`src/verilog/dcpuPkg.sv`:
```
`default_nettype none

package dcpuPkg;

  //////////////////////////////////////////////////
  // Datapath widths
  //////////////////////////////////////////////////
  localparam int dataWidth   = 16; // Registers and data words
  localparam int opWidth     = 5;
  localparam int regIdxWidth = 3;
  localparam int numRegs     = 8;

  //////////////////////////////////////////////////
  // Opcodes
  //////////////////////////////////////////////////
  // General
  localparam logic [opWidth-1:0] opNop   = 5'b00000;
  localparam logic [opWidth-1:0] opHalt  = 5'b00001;

  // Data transfer
  localparam logic [opWidth-1:0] opLoad  = 5'b00010;
  localparam logic [opWidth-1:0] opStore = 5'b00011;
  localparam logic [opWidth-1:0] opLdil  = 5'b00100;
  localparam logic [opWidth-1:0] opLdih  = 5'b00101;

  // Control flow
  localparam logic [opWidth-1:0] opJump  = 5'b00110;
  localparam logic [opWidth-1:0] opBz    = 5'b01000;
  localparam logic [opWidth-1:0] opBnz   = 5'b01001;

  // Arithmetic
  localparam logic [opWidth-1:0] opAdd   = 5'b10000;
  localparam logic [opWidth-1:0] opAddi  = 5'b10001;
  localparam logic [opWidth-1:0] opSub   = 5'b10011;

  // Logic
  localparam logic [opWidth-1:0] opXor   = 5'b11001;
  localparam logic [opWidth-1:0] opAnd   = 5'b11010;
  localparam logic [opWidth-1:0] opOr    = 5'b11011;

  //////////////////////////////////////////////////
  // Instruction word
  //////////////////////////////////////////////////
  // Same 16 bits seen as register form or immediate form
  typedef union packed {
    struct packed {
      logic [opWidth-1:0]     opcode;
      logic [regIdxWidth-1:0] dest;
      logic                   spare;  // Unused
      logic [regIdxWidth-1:0] srcA;
      logic [3:0]             srcB;   // Low 3 bits name a register, nibble is LOAD/STORE offset
    } regForm;
    struct packed {
      logic [opWidth-1:0]     opcode;
      logic [regIdxWidth-1:0] dest;
      logic [7:0]             imm;
    } immForm;
  } instWord_t;

endpackage

`default_nettype wire

```
`src/verilog/dcpuFetch.sv`:
```
`default_nettype none

module dcpuFetch import dcpuPkg::*; #(
  parameter int addrWidth = 8
) (
  input  wire logic                 CLK,
  input  wire logic                 RST,
  input  wire logic                 EN,
  input  wire logic                 Start,
  input  wire instWord_t            Inst,
  input  wire logic                 redirect,   // Taken jump/branch in memory stage
  input  wire logic [addrWidth-1:0] target,
  input  wire logic                 haltSeen,   // HALT sitting in write-back
  output logic [addrWidth-1:0]      InstMemAddr,
  output instWord_t                 fetchInst,
  output logic                      Running
);

  localparam logic stIdle = 1'b0;
  localparam logic stRun  = 1'b1;

  logic                 runState;
  logic                 nextState;
  logic [addrWidth-1:0] pc;
  logic [addrWidth-1:0] nextPc;

  //////////////////////////////////////////////////
  // Run state machine
  //////////////////////////////////////////////////
  always_comb begin
    nextState = runState;
    case (runState)
      stIdle: begin
        if (EN && Start) nextState = stRun;
      end
      stRun: begin
        // Either source stops the pipeline at the next edge
        if (!EN || haltSeen) nextState = stIdle;
      end
      default: nextState = stIdle;
    endcase
  end

  always_ff @(posedge CLK or posedge RST) begin
    if (RST) begin
      runState <= stIdle;
    end else begin
      runState <= nextState;
    end
  end

  assign Running = (runState == stRun);

  //////////////////////////////////////////////////
  // Program counter and fetch register
  //////////////////////////////////////////////////
  assign nextPc = redirect ? target : pc + 1'b1; // Redirect wins over sequential

  always_ff @(posedge CLK or posedge RST) begin
    if (RST) begin
      pc        <= '0;
      fetchInst <= '0;  // Opcode zero is NOP
    end else if (Running) begin
      pc        <= nextPc;
      fetchInst <= Inst;
    end
  end

  assign InstMemAddr = pc;

  // Idle cycles leave the PC where it stopped, so a new Start resumes there
  assert property (@(posedge CLK) disable iff (RST) !Running |=> $stable(pc))
    else $error("PC moved while the CPU was idle");

endmodule

`default_nettype wire

```
`src/verilog/dcpuRegFile.sv`:
```
`default_nettype none

module dcpuRegFile import dcpuPkg::*; (
  input  wire logic                   CLK,
  input  wire logic                   RST,
  input  wire logic [regIdxWidth-1:0] rdAddrA,
  input  wire logic [regIdxWidth-1:0] rdAddrB,
  input  wire logic [regIdxWidth-1:0] rdAddrC,
  input  wire logic                   wrEn,
  input  wire logic [regIdxWidth-1:0] wrAddr,
  input  wire logic [dataWidth-1:0]   wrData,
  output logic [dataWidth-1:0]        rdDataA,
  output logic [dataWidth-1:0]        rdDataB,
  output logic [dataWidth-1:0]        rdDataC
);

  logic [dataWidth-1:0] regs [numRegs];

  //////////////////////////////////////////////////
  // Write port
  //////////////////////////////////////////////////
  always_ff @(posedge CLK or posedge RST) begin
    if (RST) begin
      for (int i = 0; i < numRegs; i++) begin
        regs[i] <= '0;
      end
    end else if (wrEn) begin
      regs[wrAddr] <= wrData;
    end
  end

  //////////////////////////////////////////////////
  // Read ports
  //////////////////////////////////////////////////
  // Combinational, decode samples them in the same cycle
  assign rdDataA = regs[rdAddrA];
  assign rdDataB = regs[rdAddrB];
  assign rdDataC = regs[rdAddrC]; // Dest register for STORE, ADDI and branches

  // Write-back data has to be resolved by the time it lands here
  assert property (@(posedge CLK) disable iff (RST) wrEn |-> !$isunknown(wrData))
    else $error("Register write with unknown data");

endmodule

`default_nettype wire

```
`src/verilog/dcpuExecute.sv`:
```
`default_nettype none

module dcpuExecute import dcpuPkg::*; #(
  parameter int addrWidth = 8
) (
  input  wire logic                   CLK,
  input  wire logic                   RST,
  input  wire logic                   Running,
  input  wire instWord_t              fetchInst,
  input  wire logic [dataWidth-1:0]   DataIn,
  input  wire logic [dataWidth-1:0]   rdDataA,
  input  wire logic [dataWidth-1:0]   rdDataB,
  input  wire logic [dataWidth-1:0]   rdDataC,
  output logic [regIdxWidth-1:0]      rdAddrA,
  output logic [regIdxWidth-1:0]      rdAddrB,
  output logic [regIdxWidth-1:0]      rdAddrC,
  output logic                        wrEn,
  output logic [regIdxWidth-1:0]      wrAddr,
  output logic [dataWidth-1:0]        wrData,
  output logic                        redirect,
  output logic [addrWidth-1:0]        target,
  output logic                        haltSeen,
  output logic [addrWidth-1:0]        DataMemAddr,
  output logic                        DataMemWE,
  output logic [dataWidth-1:0]        DataOut
);

  // Decode
  logic [opWidth-1:0]     idOp;
  logic [dataWidth-1:0]   immZext;
  logic [dataWidth-1:0]   immHigh;
  logic [dataWidth-1:0]   offsetZext;
  logic [dataWidth-1:0]   idOpA;
  logic [dataWidth-1:0]   idOpB;

  // Execute
  logic [opWidth-1:0]     exOp;
  logic [regIdxWidth-1:0] exDest;
  logic [dataWidth-1:0]   exA;
  logic [dataWidth-1:0]   exB;
  logic [dataWidth-1:0]   exStore;
  logic [dataWidth-1:0]   aluResult;
  logic                   setsZero;
  logic                   zeroFlag;

  // Memory
  logic [opWidth-1:0]     memOp;
  logic [regIdxWidth-1:0] memDest;
  logic [dataWidth-1:0]   memResult;
  logic [dataWidth-1:0]   memStore;
  logic                   branchTaken;

  // Write-back
  logic [opWidth-1:0]     wbOp;
  logic [regIdxWidth-1:0] wbDest;
  logic [dataWidth-1:0]   wbData;

  function automatic logic isWriter(input logic [opWidth-1:0] op);
    case (op)
      opLoad, opLdil, opLdih, opAdd, opAddi, opSub, opAnd, opOr, opXor: return 1'b1;
      default: return 1'b0;
    endcase
  endfunction

  //////////////////////////////////////////////////
  // Decode
  //////////////////////////////////////////////////
  assign idOp       = fetchInst.regForm.opcode;
  assign rdAddrA    = fetchInst.regForm.srcA;
  assign rdAddrB    = fetchInst.regForm.srcB[regIdxWidth-1:0];
  assign rdAddrC    = fetchInst.immForm.dest;

  assign immZext    = {{(dataWidth-8){1'b0}}, fetchInst.immForm.imm};
  assign immHigh    = {fetchInst.immForm.imm, {(dataWidth-8){1'b0}}};
  assign offsetZext = {{(dataWidth-4){1'b0}}, fetchInst.regForm.srcB};

  always_comb begin
    idOpA = '0;
    idOpB = '0;
    case (idOp)
      opLoad, opStore: begin // Base register plus offset nibble
        idOpA = rdDataA;
        idOpB = offsetZext;
      end
      opLdil, opJump: idOpB = immZext;
      opLdih:         idOpB = immHigh;
      opAddi, opBz, opBnz: begin
        idOpA = rdDataC;
        idOpB = immZext;
      end
      opAdd, opSub, opAnd, opOr, opXor: begin
        idOpA = rdDataA;
        idOpB = rdDataB;
      end
      default: ;
    endcase
  end

  //////////////////////////////////////////////////
  // Execute
  //////////////////////////////////////////////////
  always_ff @(posedge CLK or posedge RST) begin
    if (RST) begin
      exOp <= opNop;
    end else if (Running) begin
      exOp <= idOp;
    end
  end

  always_ff @(posedge CLK) begin
    if (Running) begin
      exDest  <= fetchInst.immForm.dest;
      exA     <= idOpA;
      exB     <= idOpB;
      exStore <= rdDataC;   // Store data comes from dest
    end
  end

  always_comb begin
    case (exOp)
      opSub:   aluResult = exA - exB;
      opAnd:   aluResult = exA & exB;
      opOr:    aluResult = exA | exB;
      opXor:   aluResult = exA ^ exB;
      default: aluResult = exA + exB; // Also addresses, constants and targets
    endcase
  end

  assign setsZero = (exOp == opAdd) || (exOp == opAddi) || (exOp == opSub) ||
                    (exOp == opAnd) || (exOp == opOr) || (exOp == opXor);

  //////////////////////////////////////////////////
  // Memory stage
  //////////////////////////////////////////////////
  always_ff @(posedge CLK or posedge RST) begin
    if (RST) begin
      memOp    <= opNop;
      zeroFlag <= 1'b0;
    end else if (Running) begin
      memOp <= exOp;
      if (setsZero) zeroFlag <= (aluResult == '0);
    end
  end

  always_ff @(posedge CLK) begin
    if (Running) begin
      memDest   <= exDest;
      memResult <= aluResult;
      memStore  <= exStore;
    end
  end

  assign DataMemAddr = memResult[addrWidth-1:0];
  assign DataOut     = memStore;
  assign DataMemWE   = Running && (memOp == opStore); // Held stage must not store twice

  assign branchTaken = (memOp == opJump) ||
                       ((memOp == opBz) && zeroFlag) ||
                       ((memOp == opBnz) && !zeroFlag);
  assign redirect    = Running && branchTaken;
  assign target      = memResult[addrWidth-1:0];

  //////////////////////////////////////////////////
  // Write-back
  //////////////////////////////////////////////////
  always_ff @(posedge CLK or posedge RST) begin
    if (RST) begin
      wbOp <= opNop;
    end else if (Running) begin
      wbOp <= memOp;
    end else begin
      wbOp <= opNop;  // Only stage flushed while idle
    end
  end

  always_ff @(posedge CLK) begin
    if (Running) begin
      wbDest <= memDest;
      wbData <= (memOp == opLoad) ? DataIn : memResult;
    end
  end

  assign wrEn     = isWriter(wbOp);
  assign wrAddr   = wbDest;
  assign wrData   = wbData;
  assign haltSeen = (wbOp == opHalt);

  // A store and a taken branch never share the memory stage
  assert property (@(posedge CLK) disable iff (RST) !(DataMemWE && redirect))
    else $error("Store and redirect in the same cycle");

  // Fetch only takes the redirect target while it runs
  assert property (@(posedge CLK) disable iff (RST) redirect |-> Running)
    else $error("Redirect while the CPU is idle");

endmodule

`default_nettype wire

```
`src/verilog/dcpuTop.sv`:
```
`default_nettype none

module dcpuTop import dcpuPkg::*; #(
  parameter int addrWidth = 8
) (
  input  wire logic                 CLK,
  input  wire logic                 RST,
  input  wire logic                 EN,
  input  wire logic                 Start,
  input  wire instWord_t            Inst,
  input  wire logic [dataWidth-1:0] DataIn,
  output logic [addrWidth-1:0]      InstMemAddr,
  output logic [addrWidth-1:0]      DataMemAddr,
  output logic                      DataMemWE,
  output logic [dataWidth-1:0]      DataOut,
  output logic                      Running
);

  instWord_t              fetchInst;
  logic                   redirect;
  logic [addrWidth-1:0]   target;
  logic                   haltSeen;

  // Register file ports
  logic [regIdxWidth-1:0] rdAddrA;
  logic [regIdxWidth-1:0] rdAddrB;
  logic [regIdxWidth-1:0] rdAddrC;
  logic [dataWidth-1:0]   rdDataA;
  logic [dataWidth-1:0]   rdDataB;
  logic [dataWidth-1:0]   rdDataC;
  logic                   wrEn;
  logic [regIdxWidth-1:0] wrAddr;
  logic [dataWidth-1:0]   wrData;

  //////////////////////////////////////////////////
  // Fetch
  //////////////////////////////////////////////////
  dcpuFetch #(.addrWidth(addrWidth)) dcpuFetch_i (
    .CLK         (CLK),
    .RST         (RST),
    .EN          (EN),
    .Start       (Start),
    .Inst        (Inst),
    .redirect    (redirect),
    .target      (target),
    .haltSeen    (haltSeen),
    .InstMemAddr (InstMemAddr),
    .fetchInst   (fetchInst),
    .Running     (Running)
  );

  dcpuRegFile dcpuRegFile_i (
    .CLK     (CLK),
    .RST     (RST),
    .rdAddrA (rdAddrA),
    .rdAddrB (rdAddrB),
    .rdAddrC (rdAddrC),
    .wrEn    (wrEn),
    .wrAddr  (wrAddr),
    .wrData  (wrData),
    .rdDataA (rdDataA),
    .rdDataB (rdDataB),
    .rdDataC (rdDataC)
  );

  //////////////////////////////////////////////////
  // Decode through write-back
  //////////////////////////////////////////////////
  dcpuExecute #(.addrWidth(addrWidth)) dcpuExecute_i (
    .CLK         (CLK),
    .RST         (RST),
    .Running     (Running),
    .fetchInst   (fetchInst),
    .DataIn      (DataIn),
    .rdDataA     (rdDataA),
    .rdDataB     (rdDataB),
    .rdDataC     (rdDataC),
    .rdAddrA     (rdAddrA),
    .rdAddrB     (rdAddrB),
    .rdAddrC     (rdAddrC),
    .wrEn        (wrEn),
    .wrAddr      (wrAddr),
    .wrData      (wrData),
    .redirect    (redirect),
    .target      (target),
    .haltSeen    (haltSeen),
    .DataMemAddr (DataMemAddr),
    .DataMemWE   (DataMemWE),
    .DataOut     (DataOut)
  );

endmodule

`default_nettype wire

```
`config.mk`:
```
export PLATFORM = sky130hd
export DESIGN_NAME = dcpuTop
export DESIGN_NICKNAME = d
export VERILOG_FILES = /design/src/verilog/dcpuPkg.sv /design/src/verilog/dcpuFetch.sv /design/src/verilog/dcpuRegFile.sv /design/src/verilog/dcpuExecute.sv /design/src/verilog/dcpuTop.sv
export SDC_FILE = /design/constraint.sdc
export NUM_CORES = 1
export LEC_CHECK = 0
export CORE_MARGIN = 2
export CORE_UTILIZATION = 50
export CTS_BUF_LIST = sky130_fd_sc_hd__clkbuf_8
export DETAILED_ROUTE_END_ITERATION = 16
export DONT_BUFFER_PORTS = 1
export PLACE_DENSITY = 0.66
export SYNTH_ARGS = -nofsm -noshare
export SYNTH_HDL_FRONTEND = slang
export SYNTH_SLANG_ARGS = --single-unit
```
`constraint.sdc`:
```
create_clock -name CLK -period 5.5 [get_ports CLK]
set_input_delay 0 -clock CLK [delete_from_list [all_inputs] [get_ports CLK]]
set_output_delay 0 -clock CLK [all_outputs]
set_load 0.02 [all_outputs]
```
== Word-level counts from Yosys, hierarchy flattened ==
Memory sizes are Yosys's and may differ from the RTL's.
Cells that the tools add are included.

* Add/subtract/negate cells: 3
* Shift-type cells: 0
* Multiplexer cells: 21
* Equality and inequality tests: 25
* $mul: 0
* Bitwise gates (word level): 8
* Magnitude comparators: 5
* Reduce and logical (&&, ||, !) cells: 23
* Div/mod/pow operators: 0

{| class="wikitable"
|+ Operators by type and width
! kind !! number
|-
| 16-bit binary-select mux with 3-bit select || 3
|-
| 128-bit bitwise mux || 1
|-
| 16-bit 2-to-1 mux || 8
|-
| 16-bit case mux with 4 select lines || 2
|-
| 5-bit == test, second input constant || 12
|-
| 16-bit demux with 3-bit select || 1
|-
| 16-bit case mux with 2 select lines || 1
|-
| 5-bit by 2-bit == test with 1-bit output, second input constant || 4
|-
| 5-bit by 3-bit == test with 1-bit output, second input constant || 4
|-
| 5-bit by 4-bit == test with 1-bit output, second input constant || 4
|-
| 16-bit adder || 1
|-
| 16-bit bitwise AND || 1
|-
| 4-bit >= comparator, second input constant || 4
|-
| 16-bit logical NOT || 1
|-
| 3-bit NOT with 4-bit output || 4
|-
| 16-bit OR || 1
|-
| 16-bit subtractor || 1
|-
| 16-bit bitwise XOR || 1
|-
| 5-bit OR reduction || 2
|-
| 8-bit by 1-bit adder with 8-bit output, second input constant || 1
|-
| 1-bit logical OR || 8
|-
| 8-bit 2-to-1 mux || 1
|-
| 7-bit OR reduction || 1
|-
| 1-bit logical AND || 6
|-
| other kinds (10) || 12
|}

* Bits in writable memories: 0
* ROM bits: 32
* Input bits: 36
* Register bits after elaboration: 274
* Word-level logic and storage cells: 110
* Memories kept: 1
* Bits in latches: 0

{| class="wikitable"
|+ Memory list
! memory !! words !! bits a word !! rd ports !! clocked after Yosys merged registers in !! write ports !! RTL line !! RTL
|-
| (name not given) || 32 || 1 || 1 || 0 || 0 || dcpuExecute.sv:59 || <nowiki>case (op)</nowiki>
|}

== Depth between registers and ports, before layout ==
* Word-level depth: 7
* Gate-level depth with buffers: 15
* Mapped depth without buffers: 13

== Modules after synthesis ==
From an unflattened synthesis, not the netlist that was laid out.

* Cell total of the unflattened synthesis: 1127
* Area, all modules: 16151.7 um2

{| class="wikitable"
|+ Modules (own cells, without submodules)
! module !! instances !! area each (um2) !! seq. area each (um2) !! cells each
|-
| dcpuRegFile || 1 || 8049.0 || 3203.1 || 454
|-
| dcpuExecute || 1 || 6989.2 || 3553.4 || 583
|-
| dcpuFetch || 1 || 1113.6 || 625.6 || 90
|}

== Worst setup path before layout ==
No wires, ideal clock.

* Path kind: register to register
* From: register dcpuFetch_i.runState (netlist: dcpuFetch_i.Running)
* To: register dcpuExecute_i.zeroFlag
* Clock period less this slack: 4.292 ns
* Setup slack: 1.208 ns
* Data arrival time: 4.200 ns
* Cell stages (with the launch flop): 7
* Cells stage by stage: dfrtp_1 > o211ai_1 > or4_1 > or3_1 > nor4_1 > nand4bb_1 > o31ai_2

* Cells in the longest elaborated chain, start to end: 1

{| class="wikitable"
|+ RTL lines
! item !! RTL line !! RTL
|-
| start, declared || dcpuFetch.sv:22 || <nowiki>logic runState;</nowiki>
|-
| start signal, assigned || dcpuFetch.sv:46 || <nowiki>runState <= stIdle;</nowiki>
|-
| start signal, assigned || dcpuFetch.sv:48 || <nowiki>runState <= nextState;</nowiki>
|-
| 2-bit AND reduction (no line) || n/a ||
|-
| end signal, assigned || dcpuExecute.sv:141 || <nowiki>if (setsZero) zeroFlag <= (aluResult == '0);</nowiki>
|-
| end, declared || dcpuExecute.sv:44 || <nowiki>logic zeroFlag;</nowiki>
|}

No other way between the ends.
A chain may end at the register's enable or synchronous reset.

== Worst setup path after layout ==
* From: register dcpuExecute_i.exOp[2]
* To: register dcpuExecute_i.zeroFlag

* Elaborated cells between the ends (all ways): 14

{| class="wikitable"
|+ RTL lines
! item !! RTL line !! RTL
|-
| start, declared || dcpuExecute.sv:37 || <nowiki>logic [opWidth-1:0] exOp;</nowiki>
|-
| start signal, assigned || dcpuExecute.sv:104 || <nowiki>exOp <= opNop;</nowiki>
|-
| start signal, assigned || dcpuExecute.sv:106 || <nowiki>exOp <= idOp;</nowiki>
|-
| 5-bit == test || dcpuExecute.sv:120 || <nowiki>case (exOp)</nowiki>
|-
| 16-bit case mux with 4 select lines * || dcpuExecute.sv:120 ||
|-
| named net dcpuExecute_i.aluResult[1] || dcpuExecute.sv:42 || <nowiki>logic [dataWidth-1:0] aluResult;</nowiki>
|-
| 16-bit logical NOT * || dcpuExecute.sv:141 ||
|}

The timed path passes the listed nets; every way through them passes the cells marked *.

==> flow_summary.toml <==
[outcome]
status = "finished clean"

[clocking]
path_clk_slew_ps = 60
holdBufCountCts = 35
tritoncts = "built"
clk_latency_ps = 580
cts.htree.levels = 2
clockBufferDepth = 3
clockRootBuffer = "clkbuf_8"
cts_buffers = 47
cts_resized = 0
cts_setup_buffers = 0
numClockSinks = 274

[setup_path]
endpoint_kind = "flop"
crit_path_start_kind = "flop"
critPathKind = "reg2reg"
r2r_cells = 12
crit_arrival_ps = 4570
critPathRequiredTime_ps = 5970
worst-path-max-fanout = 15

[logic_synthesis]
ys_types = 73
ys_warn_count = 0
ys_async_sr_fraction = 0.617
synth_edf_count = 105
ys.flop_type = "dfrtp_1"
synth_area_per_cell_sq_um = 13.4
syn_area_sq_mm = 0.0154
synth_seq_cells = 274
yosysSeqAreaShare = 0.479
netlist_instances = 1148
syn-num-nets = 1234

[drt]
drt_pass1_iterations = 5
via_count = 9786
detail-route-antenna-nets = 0
routedWlPerCell_um = 22.9
drc = 0
wl_mm = 37.0
viasPerCell = 6.06
drt-initial-drc-count = 819

[finish]
syn_to_final_growth_pct = 10.8
drive_above_1_share = 0.245
nNetsFinal = 1265

[die]
die_area_sq_mm = 0.0323
rows = 64
ios = 70
initial_utilization = 0.505
die_y_um = 180
fp.dieW_um = 180
fp.coreArea_sq_mm = 0.0305

[min_path]
min_path_type = "in2reg"
hold_path_depth = 2

[power_and_ir_drop]
power.density_mw_per_mm2 = 496
ir_worst_vdd_mv = 0.198
power_leakage_nw = 7.01

[placed_design]
numPortBuffers = 0
detailedPlace.worstSlack_ps = 1350
hpwlAfterDp_mm = 24.4
place_congestion = 0.867

[timing]
rsz0062_at_grt = "false"
finalMaxSlewViolations = 0
layout_setup_ws_ps = 1400
max_freq_ghz = 0.244
fin_skew_ps = 27.1
slew-limit-headroom = 0.247
min_period_ps = 4100
tns_ps = 0
worst_pin_slew_ps = 1130
setup_viol = 0
finalHoldViolCount = 0
period_share = 0.745

[grt]
grt_pass1_vias = 9775
grt_overflow = 0
grt_first_pass_wirelength_mm = 57.8
grt_util_all_layers = 0.231
antenna_found_initial = 1
grt_start_max_net_pins = 103

[run]
cap_violations = 0
==> state kept, by name, summed over array words and instances, names as in the netlist <==
name,count
dcpuRegFile_i.regs,128
dcpuExecute_i.DataOut,16
dcpuExecute_i.exA,16
dcpuExecute_i.exB,16
dcpuExecute_i.exStore,16
dcpuExecute_i.memResult,16
dcpuExecute_i.wrData,16
dcpuFetch_i.fetchInst,16
dcpuFetch_i.InstMemAddr,8
dcpuExecute_i.exOp,5
dcpuExecute_i.memOp,5
dcpuExecute_i.wbOp,5
dcpuExecute_i.exDest,3
dcpuExecute_i.memDest,3
dcpuExecute_i.wrAddr,3
dcpuExecute_i.zeroFlag,1
dcpuFetch_i.Running,1
==> per-layer routing <==
layer / share of wire / GRT usage / up-vias
li1: - / - / 4449
met1: 0.43 / 0.321 / 4917
met2: 0.47 / 0.365 / 322
met3: 0.062 / 0.0472 / 96
met4: 0.035 / 0.0823 / 2
met5: 0.00035 / 0 / -
==> where the power goes <==
group	total (mW)	switching, mW	leakage (nW)	internal [mW]
clock	1.88	0.841	0.587	1.03
sequential	3.69	0.764	3.08	2.93
combinational	2.90	1.29	3.34	1.61
==> logic make-up (layout without fill, tap and decap cells) <==
| logic type | Yosys count | in the layout | synth area share |
|---|---|---|---|
| flops | 274 | 274 | 0.479 |
| compound gates | 170 | 170 | 0.0705 |
| other cells | 0 | 2 | 0 |
| mux | 317 | 317 | 0.298 |
| simple gates | 177 | 177 | 0.0620 |
| xor+xnor | 22 | 22 | 0.0125 |
| buf+inv | 138 | 207 | 0.0375 |
| fa+ha+maj | 50 | 50 | 0.0411 |
==> cell usage after synthesis (all sizes together), types with 12 or more instances <==
| library cell | count | area (sq um) |
|---|---|---|
| a21oi | 38 | 190 |
| nor2b | 16 | 100 |
| ha | 49 | 613 |
| mux2 | 171 | 1930 |
| xnor2 | 17 | 149 |
| nor2 | 36 | 135 |
| mux2i | 50 | 500 |
| clkbuf | 51 | 195 |
| o21ai | 50 | 254 |
| a31oi | 12 | 90.1 |
| dfrtp | 169 | 4230 |
| buf | 26 | 154 |
| nand2 | 45 | 169 |
| edfxtp | 105 | 3150 |
| mux4 | 96 | 2160 |
| inv | 61 | 229 |
| o22ai | 19 | 119 |
==> metrics by stage <==
stage	power, mW	cells	hold slack, ps	cell area (sq um)	utilization
floorplan	5.83	1148	133	15400	-
global placement	6.50	1491	143	15800	0.516
detailed placement	6.59	1491	146	15800	0.516
CTS	8.52	1613	82.7	17100	0.560
global route	8.99	1613	98.3	17100	0.560
finish	8.47	1615	104	17100	0.560
==> critical path, stage by stage, from the launching register on <==
cell and delay (ps):
dfrtp_1 410, and2b_1 220, and4b_1 530, mux2_2 420, fa_1 530, nor2_1 80, a31oi_4 170, o221ai_2 120
or4_1 520, or3_1 340, nor4_1 320, nand4bb_1 150, o31ai_2 180
==> cells in the final DEF (no fill, tap or decap), types with 11 or more instances in the layout <==
cell type | Yosys | routed
mux4_2 | 96 | 96
a21oi_1 | 38 | 38
inv_1 | 61 | 84
edfxtp_1 | 105 | 105
buf_4 | 9 | 24
ha_1 | 49 | 49
o21ai_0 | 40 | 40
xnor2_1 | 17 | 17
a31oi_1 | 11 | 11
mux2i_1 | 50 | 50
o22ai_1 | 19 | 19
dlygate4sd3_1 | 0 | 35
dfrtp_1 | 169 | 165
nand2_1 | 45 | 45
nor2b_1 | 16 | 16
nor2_1 | 36 | 36
mux2_2 | 101 | 101
clkbuf_8 | 0 | 57
mux2_1 | 70 | 70
==> path summary, 6_finish.rpt <==
kind                                     startpoint  slack [ps]                        to
max in group asynchronous                       RST        3880    dcpuRegFile_i.regs[12]
min in group asynchronous                       RST         150    dcpuRegFile_i.regs[48]
hold / removal                              Inst[4]         100  dcpuFetch_i.fetchInst[4]
setup / recovery              dcpuExecute_i.exOp[2]        1400    dcpuExecute_i.zeroFlag
hold reg to reg            dcpuExecute_i.exStore[0]         420  dcpuExecute_i.DataOut[0]
setup reg to reg              dcpuExecute_i.exOp[2]        1400    dcpuExecute_i.zeroFlag
==> layout make-up <==
class | count | area (sq um)
Sequential cell | 274 | 7390
Antenna cell | 2 | 5.00
Tap cell | 396 | 495
Fill cell | 2497 | 13400
Clock buffer | 57 | 785
Inverter | 61 | 234
Timing Repair Buffer | 59 | 531
Clock inverter | 30 | 188
Multi-Input combinational cell | 736 | 7460
Note: power is estimated with default switching activity, not from simulation.
